==> config.mk <==
export PLATFORM = sky130hd
export DESIGN_NAME = uart_top
export DESIGN_NICKNAME = d
export VERILOG_FILES = /design/src/uart_pkg.sv /design/src/uart_tx_fifo.sv /design/src/uart_tx.sv /design/src/uart_rx.sv /design/src/uart_top.sv
export SDC_FILE = /design/constraint.sdc
export NUM_CORES = 1
export LEC_CHECK = 0
export BUFFER_PORTS_ARGS = -buffer_cell sky130_fd_sc_hd__buf_4
export CAP_MARGIN = 40
export CORE_AREA = 2 2 99 101
export DETAILED_ROUTE_END_ITERATION = 8
export DIE_AREA = 0 0 101 103
export PLACE_DENSITY = 0.76
export REMOVE_ABC_BUFFERS = 1
export SLEW_MARGIN = 20
export SYNTH_ARGS = -nofsm -noshare
export SYNTH_HDL_FRONTEND = slang
export SYNTH_SLANG_ARGS = --single-unit
==> constraint.sdc <==
create_clock -name clk -period 3.1 [get_ports clk]
set_input_delay 0.465 -clock clk [delete_from_list [all_inputs] [get_ports clk]]
set_output_delay 0.465 -clock clk [all_outputs]
set_load 0.1 [all_outputs]
==> src/uart_pkg.sv <==
package uart_pkg;

  // serial line timing.
  localparam int CYCLES_PER_BIT  = 4;  // clocks per serial bit.
  localparam int EXTRA_STOP_BITS = 7;  // guard bits after a frame before idle.
  localparam int FRAME_BITS      = 10; // start, 8 data, stop.

  // transmit queue size.
  localparam int FIFO_DEPTH = 8;

  // bit timer, shared by transmitter and receiver.
  localparam int                  CYCLE_W   = $clog2(CYCLES_PER_BIT);
  localparam logic [CYCLE_W-1:0]  CYCLE_MAX = CYCLE_W'(CYCLES_PER_BIT - 1);
  localparam logic [CYCLE_W-1:0]  HALF_MAX  = CYCLE_W'(CYCLES_PER_BIT / 2 - 1); // to mid-bit.

  // transmit cursor counts down over frame plus guard bits.
  localparam int                   CURSOR_W     = $clog2(FRAME_BITS + EXTRA_STOP_BITS);
  localparam logic [CURSOR_W-1:0]  CURSOR_MAX   = CURSOR_W'(FRAME_BITS + EXTRA_STOP_BITS - 1);
  localparam logic [CURSOR_W-1:0]  GUARD_CURSOR = CURSOR_W'(EXTRA_STOP_BITS); // stop bit slot.

  // queue pointers and fill level.
  localparam int                PTR_W     = $clog2(FIFO_DEPTH);
  localparam int                CNT_W     = $clog2(FIFO_DEPTH + 1);
  localparam logic [PTR_W-1:0]  PTR_LAST  = PTR_W'(FIFO_DEPTH - 1);
  localparam logic [CNT_W-1:0]  FIFO_FULL = CNT_W'(FIFO_DEPTH);

  // strobe-qualified byte, host side and queue head.
  typedef struct packed {
    logic       valid; // one-cycle strobe, or queue not empty at the head.
    logic [7:0] data;
  } tx_byte_t;

  // receiver result, valid for one cycle.
  typedef struct packed {
    logic       valid;
    logic       frame_err; // stop bit was sampled low.
    logic [7:0] data;
  } rx_byte_t;

endpackage

==> src/uart_tx_fifo.sv <==
`timescale 1ns/10ps

module uart_tx_fifo (
  input  logic               clk,
  input  logic               rst_n,
  input  uart_pkg::tx_byte_t i_wr,       // host write strobe and byte.
  input  logic               i_ack,      // transmitter took the head.
  output uart_pkg::tx_byte_t o_head,     // oldest entry, valid when not empty.
  output logic               o_overflow  // sticky, a write hit a full queue.
);

  logic [7:0]                 mem [uart_pkg::FIFO_DEPTH]; // byte storage.
  logic [uart_pkg::PTR_W-1:0] rd_ptr;
  logic [uart_pkg::PTR_W-1:0] wr_ptr;
  logic [uart_pkg::CNT_W-1:0] count;  // entries held.
  logic                       full;
  logic                       push;
  logic                       pop;

  // step a pointer round the ring.
  function automatic logic [uart_pkg::PTR_W-1:0] next_ptr(
    input logic [uart_pkg::PTR_W-1:0] ptr
  );
    if (ptr == uart_pkg::PTR_LAST) begin
      return '0;
    end
    return ptr + 1'b1;
  endfunction

  assign full = (count == uart_pkg::FIFO_FULL);
  assign pop  = i_ack;                           // only the transmitter pops.
  assign push = i_wr.valid && (!full || pop);    // a pop frees a slot this cycle.

  // storage, no reset needed.
  always_ff @(posedge clk) begin
    if (push) begin
      mem[wr_ptr] <= i_wr.data;
    end
  end

  always_ff @(posedge clk, negedge rst_n) begin
    if (!rst_n) begin
      rd_ptr     <= '0;
      wr_ptr     <= '0;
      count      <= '0;
      o_overflow <= 1'b0;
    end else begin
      if (push) begin
        wr_ptr <= next_ptr(wr_ptr);
      end
      if (pop) begin
        rd_ptr <= next_ptr(rd_ptr);
      end
      case ({push, pop})
        2'b10:   count <= count + 1'b1;
        2'b01:   count <= count - 1'b1;
        default: count <= count; // both or neither.
      endcase
      // dropped write latches until reset.
      if (i_wr.valid && !push) begin
        o_overflow <= 1'b1;
      end
    end
  end

  // head is visible the cycle after the write.
  always_comb begin
    o_head.valid = (count != '0);
    o_head.data  = mem[rd_ptr];
  end

  // transmitter must only accept a real head.
  a_ack_needs_head: assert property (
    @(posedge clk) disable iff (!rst_n) i_ack |-> o_head.valid
  ) else $error("uart_tx_fifo: ack while queue empty");

  // fill level stays in range across push and pop.
  a_count_range: assert property (
    @(posedge clk) disable iff (!rst_n) count <= uart_pkg::FIFO_FULL
  ) else $error("uart_tx_fifo: count above depth");

endmodule

==> src/uart_tx.sv <==
`timescale 1ns/10ps

module uart_tx (
  input  logic               clk,
  input  logic               rst_n,
  input  uart_pkg::tx_byte_t i_head,   // queue head, valid when not empty.
  output logic               o_ack,    // one-cycle accept strobe.
  output logic               o_serial, // line out, high when idle.
  output logic               o_idle    // guard period over, nothing in flight.
);

  logic [uart_pkg::CYCLE_W-1:0]  cycle;  // cycles left in current bit.
  logic [uart_pkg::CURSOR_W-1:0] cursor; // bits left, frame then guard.
  logic [8:0]                    buffer; // start bit plus data, ones fill in.
  logic                          ready;

  // cursor map: max is the start bit, guard value is the stop bit,
  // below that are the extra stop bits.
  assign ready    = (cursor <= uart_pkg::GUARD_CURSOR) && (cycle == '0); // last stop cycle on.
  assign o_ack    = i_head.valid && ready;
  assign o_serial = buffer[0];                                    // lsb goes out first.

  always_ff @(posedge clk, negedge rst_n) begin
    if (!rst_n) begin
      cycle  <= '0;
      cursor <= '0;
      buffer <= 9'h1ff; // line high.
    end else if (o_ack) begin
      // load frame, start bit leads.
      cycle  <= uart_pkg::CYCLE_MAX;
      cursor <= uart_pkg::CURSOR_MAX;
      buffer <= {i_head.data, 1'b0};
    end else if (cycle != '0) begin
      cycle <= cycle - 1'b1; // hold current bit.
    end else if (cursor != '0) begin
      // next bit, a one shifts in at the top.
      cycle  <= uart_pkg::CYCLE_MAX;
      cursor <= cursor - 1'b1;
      buffer <= {1'b1, buffer[8:1]};
    end
  end

  // idle comes up in the cycle after the last guard bit ends.
  always_ff @(posedge clk, negedge rst_n) begin
    if (!rst_n) begin
      o_idle <= 1'b1;
    end else begin
      o_idle <= (cursor == '0) && (cycle == '0) && !o_ack; // a new frame keeps it low.
    end
  end

  // accept only when ready, start bit is on the line the next cycle.
  a_ack_start: assert property (
    @(posedge clk) disable iff (!rst_n)
    o_ack |-> ready ##1 (!o_serial && (cursor == uart_pkg::CURSOR_MAX))
  ) else $error("uart_tx: ack without a following start bit");

  // line stays high through the extra stop bits.
  a_guard_high: assert property (
    @(posedge clk) disable iff (!rst_n)
    (cursor < uart_pkg::GUARD_CURSOR) |-> o_serial
  ) else $error("uart_tx: line low in guard period");

endmodule

==> src/uart_rx.sv <==
`timescale 1ns/10ps

module uart_rx (
  input  logic               clk,
  input  logic               rst_n,
  input  logic               i_serial, // async line in.
  input  logic               i_clear,  // zero the running sum.
  output uart_pkg::rx_byte_t o_rx,     // result strobe at stop mid-bit.
  output logic [7:0]         o_sum     // modulo-256 sum of good bytes.
);

  typedef enum logic [2:0] {
    HUNT,      // wait for a falling edge.
    START,     // half-bit delay, confirm start.
    DATA,      // sample eight bits.
    STOP,      // sample stop bit.
    WAIT_HIGH  // after a framing error, wait for idle line.
  } rx_state_t;

  rx_state_t                    state;
  logic [1:0]                   sync;     // two-flop synchroniser.
  logic                         line;     // synchronised line.
  logic                         line_q;   // previous line, for edge detect.
  logic [uart_pkg::CYCLE_W-1:0] cycle;    // cycles to next sample point.
  logic [2:0]                   bit_idx;  // data bit being sampled.
  logic [7:0]                   shift;    // data, lsb arrives first.
  logic                         sample;
  logic                         good_byte;
  logic                         valid_q;
  logic                         err_q;

  assign line      = sync[1];
  assign sample    = (cycle == '0);
  assign good_byte = (state == STOP) && sample && line; // stop bit high.

  always_ff @(posedge clk, negedge rst_n) begin
    if (!rst_n) begin
      sync    <= 2'b11; // idle line.
      line_q  <= 1'b1;
      state   <= HUNT;
      cycle   <= '0;
      bit_idx <= '0;
      valid_q <= 1'b0;
      err_q   <= 1'b0;
    end else begin
      sync    <= {sync[0], i_serial};
      line_q  <= line;
      valid_q <= 1'b0; // strobe lasts one cycle.
      if (cycle != '0) begin
        cycle <= cycle - 1'b1;
      end
      case (state)
        HUNT: begin
          if (line_q && !line) begin
            cycle <= uart_pkg::HALF_MAX; // go to start bit centre.
            state <= START;
          end
        end
        START: begin
          if (sample) begin
            if (!line) begin
              cycle   <= uart_pkg::CYCLE_MAX;
              bit_idx <= '0;
              state   <= DATA;
            end else begin
              state <= HUNT; // glitch, not a start bit.
            end
          end
        end
        DATA: begin
          if (sample) begin
            cycle   <= uart_pkg::CYCLE_MAX;
            bit_idx <= bit_idx + 1'b1;
            if (bit_idx == 3'd7) begin
              state <= STOP;
            end
          end
        end
        STOP: begin
          if (sample) begin
            valid_q <= 1'b1;
            err_q   <= !line;
            state   <= line ? HUNT : WAIT_HIGH;
          end
        end
        WAIT_HIGH: begin
          if (line) begin
            state <= HUNT; // break over.
          end
        end
        default: state <= HUNT;
      endcase
    end
  end

  // data shifter, no reset needed.
  always_ff @(posedge clk) begin
    if ((state == DATA) && sample) begin
      shift <= {line, shift[7:1]};
    end
  end

  // running sum, clear wins but keeps a byte landing in the same cycle.
  always_ff @(posedge clk, negedge rst_n) begin
    if (!rst_n) begin
      o_sum <= '0;
    end else if (i_clear) begin
      o_sum <= good_byte ? shift : 8'h00;
    end else if (good_byte) begin
      o_sum <= o_sum + shift; // wraps modulo 256.
    end
  end

  // shift holds the whole byte until the next frame's first data bit.
  always_comb begin
    o_rx.valid     = valid_q;
    o_rx.frame_err = err_q;
    o_rx.data      = shift;
  end

  // a frame is far longer than one cycle, strobes never touch.
  a_single_strobe: assert property (
    @(posedge clk) disable iff (!rst_n) o_rx.valid |=> !o_rx.valid
  ) else $error("uart_rx: result strobe held two cycles");

endmodule

==> src/uart_top.sv <==
`timescale 1ns/10ps

module uart_top (
  input  logic               clk,
  input  logic               rst_n,
  input  uart_pkg::tx_byte_t i_wr,       // host byte strobe.
  input  logic               i_serial,   // receive line.
  input  logic               i_clear,    // clear receive sum.
  output logic               o_serial,   // transmit line.
  output logic               o_idle,     // transmitter done with guard.
  output logic               o_overflow, // sticky queue overflow.
  output uart_pkg::rx_byte_t o_rx,       // received byte strobe.
  output logic [7:0]         o_sum       // sum of good received bytes.
);

  uart_pkg::tx_byte_t head; // queue head to transmitter.
  logic               ack;  // transmitter pop strobe.

  // host bytes wait here.
  uart_tx_fifo i_uart_tx_fifo (
    .clk        (clk),
    .rst_n      (rst_n),
    .i_wr       (i_wr),
    .i_ack      (ack),
    .o_head     (head),
    .o_overflow (o_overflow)
  );

  // framing and guard period.
  uart_tx i_uart_tx (
    .clk      (clk),
    .rst_n    (rst_n),
    .i_head   (head),
    .o_ack    (ack),
    .o_serial (o_serial),
    .o_idle   (o_idle)
  );

  // independent receive path.
  uart_rx i_uart_rx (
    .clk      (clk),
    .rst_n    (rst_n),
    .i_serial (i_serial),
    .i_clear  (i_clear),
    .o_rx     (o_rx),
    .o_sum    (o_sum)
  );

endmodule

**After elaboration in Yosys (flattened, before gate mapping)**

Memories as Yosys holds them, arrays and structs flattened.
Cells that the tools add are included.

- Bits of input ports: 13
- RAM bits: 64
- Output and inout port bits: 21
- Memories kept: 1
- Bits in latches: 0
- Flip-flop bits (word level): 57
- Logic and storage cells: 122
- ROM bits: 0

- Order comparisons: 1
- Equal/unequal tests: 18
- $mul: 0
- $add $sub $neg: 9
- Multiplexer cells: 44
- Bitwise operators: 0
- Reduce and logical (&&, ||, !) cells: 32
- Div/mod/pow operators: 0
- Shift-type cells: 0

Memory list:

| name | words | bits a word | read ports | clocked after memory_dff | write ports | line | RTL |
|---|---|---|---|---|---|---|---|
| i_uart_tx_fifo.mem | 8 | 8 | 1 | 0 | 1 | uart_tx_fifo.sv:12 | `logic [7:0] mem [uart_pkg::FIFO_DEPTH];` |

Operators with widths:

| operator | count |
|---|---|
| two-way mux 3 bit | 14 |
| two-way mux 9 bit | 3 |
| two-way mux 8 bit | 3 |
| two-way mux 2 bit | 9 |
| two-way mux 5 bit | 3 |
| one-hot mux 3 bit (5 select lines) | 1 |
| inequality test 2 x 1 -> 1 bit (second input constant) | 7 |
| equality test 3 bit (second input constant) | 4 |
| nonzero test 2 bit | 6 |
| logical AND 1 bit | 10 |
| adder 3 x 1 -> 3 bit (second input constant) | 3 |
| adder 8 bit | 1 |
| two-way mux 1 bit | 8 |
| one-hot mux 4 bit (2 select lines) | 1 |
| equality test 3 x 2 -> 1 bit (second input constant) | 2 |
| one-hot mux 2 bit (3 select lines) | 1 |
| one-hot mux 3 bit (2 select lines) | 1 |
| AND reduction 6 bit | 1 |
| <= comparator 5 x 3 -> 1 bit (second input constant) | 1 |
| logical NOT 5 bit | 1 |
| nonzero test 5 bit | 1 |
| subtractor 5 x 1 -> 5 bit (second input constant) | 1 |
| adder 4 x 1 -> 4 bit (second input constant) | 1 |
| equality test 4 bit (second input constant) | 1 |
| other kinds (14) | 20 |

**Logic depth before layout (Yosys ltp)**

- Depth after elaboration: 7
- Mapped depth: 13
- Mapped depth without buffers: 12

**By module**

Synthesis repeated with hierarchy kept, for this count alone.

- Cell total of the unflattened synthesis: 386
- Area, all modules: 5,566.6 µm²

By module, submodules not included:

| module | sequential area each (µm²) | instances | area an instance (µm²) | cells each |
|---|---|---|---|---|
| uart_tx_fifo | 2,197.1 | 1 | 3,124.2 | 152 |
| uart_rx | 769.5 | 1 | 1,595.3 | 154 |
| uart_tx | 437.9 | 1 | 847.1 | 80 |

**Worst setup path after synthesis**

OpenSTA, ideal clock, no wires.

- Kind: register to register
- Start: reg i_uart_rx.shift[0]
- End: reg i_uart_rx.o_sum[6]
- Cell stages (with the launch flop): 10
- Buffers on the path: 0
- Period minus slack after synthesis: 2.650 ns
- Library setup time: 0.071 ns
- Data required time: 3.029 ns
- Path slack: 0.450 ns
- Arrival: 2.578 ns
- Cell sequence: edfxtp_1 ha_1 inv_1 fa_1 nor2b_1 o31a_1 o21ai_0 a2111oi_0 a31oi_1 nand3_1

- Cells in the longest elaborated chain, start to end: 3

Ends and longest elaborated chain:

| item | line | RTL |
|---|---|---|
| from (decl) | uart_rx.sv:26 | `logic [7:0] shift;` |
| from (signal assigned) | uart_rx.sv:99 | `shift <= {line, shift[7:1]};` |
| adder 8 bit | uart_rx.sv:110 | `o_sum <= o_sum + shift;` |
| two-way mux 8 bit | uart_rx.sv:109 | `end else if (good_byte) begin` |
| two-way mux 8 bit | uart_rx.sv:107 | `end else if (i_clear) begin` |
| to (signal assigned) | uart_rx.sv:108 | `o_sum <= good_byte ? shift : 8'h00;` |
| to (signal assigned) | uart_rx.sv:110 |  |
| to (decl) | uart_rx.sv:9 | `output logic [7:0] o_sum` |

Every way passes these cells. The select of a mux whose other input is x is not followed.
A chain may end at the register's enable or synchronous reset.

**Worst setup path after layout**

- Start: reg i_uart_tx.cycle[0] in the netlist's numbering
- End: mem i_uart_tx_fifo.mem[2][4] (enable)

- Cells in the longest elaborated chain, start to end: 7

Ends and longest elaborated chain:

| item | line | RTL |
|---|---|---|
| from (decl) | uart_tx.sv:12 | `logic [uart_pkg::CYCLE_W-1:0] cycle;` |
| from (signal assigned) | uart_tx.sv:30 | `cycle <= uart_pkg::CYCLE_MAX;` |
| from (signal assigned) | uart_tx.sv:34 | `cycle <= cycle - 1'b1;` |
| from (signal assigned) | uart_tx.sv:37 | `cycle <= uart_pkg::CYCLE_MAX;` |
| logical NOT 2 bit | uart_tx.sv:19 | `assign ready = (cursor <= uart_pkg::GUARD_CURSOR) && (cycle == '0);` |
| logical AND 1 bit | uart_tx.sv:19 |  |
| logical AND 1 bit | uart_tx.sv:20 | `assign o_ack = i_head.valid && ready;` |
| logical OR 1 bit | uart_tx_fifo.sv:32 | `assign push = i_wr.valid && (!full \|\| pop);` |
| logical AND 1 bit | uart_tx_fifo.sv:32 |  |
| two-way mux 1 bit | uart_tx_fifo.sv:36 | `if (push) begin` |
| two-way mux 1 bit (implied by the code) | uart_tx_fifo.sv:37 | `mem[wr_ptr] <= i_wr.data;` |
| to (decl) | uart_tx_fifo.sv:12 |  |

Every way passes these cells.

==> flow_summary_export.csv <==
group,metric,value,unit
clock_network,cts_tree,"done",
timing,finalHoldViolCount,0,
power_and_ir_drop,power_density,966.0,mW/mm^2
floorplanning,core,0.009459,mm^2
grt,grt_start_max_net_pins,50,
clock_network,ctsResizeCount,0,
critical_path,r2r-end,"i_uart_tx_fifo.mem[2][4]",
clock_network,numClockSinks,121,
critical_path,worstSetupPathType,"reg2reg",
route,drt-initial-drc-count,134,
synthesis,synth-seq-cells,121,
synthesis,synth-xor-area-share,0.7996,%
grt,grt_pass1_vias,3351,
route,drc,0,
synthesis,syn_inst,418,
placed_design,place_inst,553,
grt,grtUsageTotal,21.25,%
synthesis,synth.avg_cell_area,13.10,um^2
layout,utilization,68.04,%
timing,layout_setup_ws,443.4,ps
synthesis,synth_compound_area_share,8.933,%
synthesis,synthSimpleGateAreaFrac,10.05,%
critical_path,r2r-start,"i_uart_tx.cycle[0]",
layout,drive_gt1_share,22.67,%
synthesis,synth_top_family_by_area,"simple AND/OR/NAND/NOR gates",
synthesis,netlist_area,0.005477,mm^2
route,routed_wl,10090,um
placed_design,gp_congestion,0.8003,
synthesis,synth_cell_types,51,
critical_path,r2r_slack,440,ps
layout,final_cell_count_no_fill,586,
floorplanning,start_util,57.90,%
timing,rsz0062_at_grt,"no",
clock_network,cts_setup_buffers,0,
timing,finalSetupViolCount,0,
placed_design,numPortBuffers,33,
power_and_ir_drop,max-vdd-ir-drop,548.9,uV
job,maxCapViolCount,0,
min_path,hold_class,"in2reg",
route,routed_via_density,5.821,
clock_network,clock_path_buffers,2,
synthesis,synth_ff_type,"edfxtp_1",
clock_network,ctsRootBufferMaster,"clkbuf_8",
route,antenna_left,0,
floorplanning,io_pins,34,
critical_path,cp_max_fo,8,
critical_path,startpoint,"i_uart_tx.cycle[0]",
synthesis,async_reset_ff_share,40.50,%
floorplanning,fp-row-count,36,
route,drt_pass1_iterations,4,
timing,fmax,376.4,MHz
timing,setup_tns,0,ps
clock_network,clk_latency,520,ps
synthesis,synthAdderAreaFrac,5.986,%
grt,antenna_found_initial,0,
floorplanning,die_h,103,um
floorplanning,die_w,101,um
placed_design,preCtsSetupSlack,472.5,ps
floorplanning,die_area,0.01040,mm^2
synthesis,synth_edf_count,72,
grt,grt-ovfl-total,0,
critical_path,worstPathArrival,2810,ps
clock_network,clkSlewWorstSetupHoldPaths,60,ps
clock_network,htreeDepth,4,
critical_path,cp-end-kind,"flop",
status,status,"completed",
critical_path,start_kind,"flop",
timing,finClkSkew,5.515,ps
synthesis,ys.warnings.count,0,
synthesis,muxShareOfSynthArea,8.819,%
route,wl_per_cell,17.22,um
layout,nNetsFinal,497,
timing,slew_viol_final,0,
timing,slew_headroom,49.19,%
clock_network,ctsHoldBuffers,1,
min_path,hold_depth,1,
synthesis,seq_area_frac_synth,62.17,%
layout,diodes,0,
timing,worst_pin_slew,762.1,ps
clock_network,numCtsBuffers,17,
timing,period_minus_slack,2657,ps
placed_design,dp_hpwl,6605,um
critical_path,required,3250,ps
power_and_ir_drop,leakage,2.564,nW
critical_path,rr_worst_depth,7,
layout,syn_to_final_growth,17.52,%
critical_path,crit_path_end,"i_uart_tx_fifo.mem[2][4]",
route,via_count,3411,
grt,grt_pass1_wl,16480,um
timing,post-route-period-util,85.70,%
## power breakdown
part	internal [mW]	switching (mW)
Combinational	0.708	1.05
Sequential	2.13	0.336
Clock	1.24	0.750
## synthesized netlist by cell type, types with 4 or more instances
cell type | count | area [um^2]
a211oi_1 | 4 | 30.03
a21o_1 | 4 | 30.03
a21oi_1 | 21 | 105.1
buf_2 | 7 | 35.03
clkbuf_1 | 8 | 30.03
dfrtp_1 | 36 | 900.9
dfstp_2 | 13 | 341.6
edfxtp_1 | 72 | 2162
ha_1 | 23 | 287.8
inv_1 | 22 | 82.58
mux2i_1 | 10 | 100.1
mux4_2 | 16 | 360.4
nand2_1 | 41 | 153.9
nand2b_1 | 6 | 37.54
nand3_1 | 10 | 50.05
nor2_1 | 28 | 105.1
nor2b_1 | 8 | 50.05
nor3_1 | 11 | 55.05
o21ai_0 | 32 | 160.2
xnor2_1 | 4 | 35.03
## how the worst min path moves through the flow
| stage | end | slack [ps] | from |
|---|---|---|---|
| floorplan | i_uart_rx.bit_idx[0] | 170 | rst_n |
| global placement | i_uart_rx.sync[1] | 350 | i_uart_rx.sync[0] |
| detailed placement | i_uart_rx.sync[1] | 350 | i_uart_rx.sync[0] |
| CTS | i_uart_rx.sync[0] | 40 | i_serial |
| global route | i_uart_rx.sync[0] | 40 | i_serial |
| finish | i_uart_rx.sync[0] | 60 | i_serial |
## per-layer routing
metal / share of wire (%) / routed length [um] / track usage [%] / vias up
met4: 2.4 / 240 / 8.940 / 0
met3: 4.3 / 434 / 6.102 / 23
met2: 50 / 5031 / 34.41 / 94
li1: - / - / - / 1622
met1: 43 / 4386 / 27.21 / 1672
met5: 0 / 0 / 0 / -
## cells in the final DEF, fill, tap and decap left out, types with 2 or more instances in the layout
master / synthesis / final
edfxtp_1: 72 / 72
nand2_1: 41 / 41
buf_4: 2 / 40
dfrtp_1: 36 / 36
o21ai_0: 32 / 32
nor2_1: 28 / 28
ha_1: 23 / 23
inv_1: 22 / 22
a21oi_1: 21 / 21
mux4_2: 16 / 16
clkbuf_16: 0 / 16
dfstp_2: 13 / 13
nor3_1: 11 / 11
nand3_1: 10 / 10
mux2i_1: 10 / 10
nor2b_1: 8 / 8
inv_6: 0 / 7
nand2b_1: 6 / 6
a211oi_1: 4 / 4
xnor2_1: 4 / 4
a21o_1: 4 / 4
clkinvlp_4: 0 / 3
bufinv_16: 0 / 3
nand4b_1: 2 / 2
nor3b_1: 2 / 2
and3_1: 2 / 2
o31ai_1: 2 / 2
nand3b_1: 2 / 2
a31oi_1: 2 / 2
o21bai_1: 2 / 2
nor4_1: 2 / 2
a221oi_1: 2 / 2
fa_1: 2 / 2
## kinds of logic after synthesis
kind of cell	Yosys count
simple gates	118
buf+inv	41
compound gates	80
xor+xnor	5
flops	121
fa+ha+maj	25
mux	28
## state kept, by name, summed over array words and instances, names as in the netlist, 2 cells and up
signal                 flops
i_uart_rx.sync             2
i_uart_rx.o_sum            8
i_uart_tx_fifo.wr_ptr      3
i_uart_tx_fifo.count       4
i_uart_tx_fifo.rd_ptr      3
i_uart_rx.cycle            2
i_uart_rx.shift            8
i_uart_tx_fifo.mem        64
i_uart_tx.cycle            2
i_uart_rx.state            3
i_uart_tx.buffer           9
i_uart_rx.bit_idx          3
i_uart_tx.cursor           5
## cell type report
class                   count  area [um^2]
clock buffers              17        414.1
clock inverters            15        187.7
repair buffers             41        310.3
fillers                   644         3023
well taps                 114        142.6
multi-input cells         256         1894
inverters                  22        82.58
flip-flops and latches    121         3405
## worst max-delay path, stage by stage (launching register included)
cell and delay (ps):
dfrtp_1 370, inv_1 100, ha_1 210, nor3b_1 310
nand2_1 120, a31o_2 320, or2_2 350, nor2_1 500
## metrics by stage
step,power (mW),instance area (um^2),hold WS [ps]
CTS,6.265,6436,40.08
floorplan,3.767,5381,169.4
finish,6.217,6436,56.75
global route,6.557,6436,37.40
detailed placement,4.256,5824,347.9
global placement,4.167,5824,350.0
Note: power is estimated with default switching activity, not from simulation.
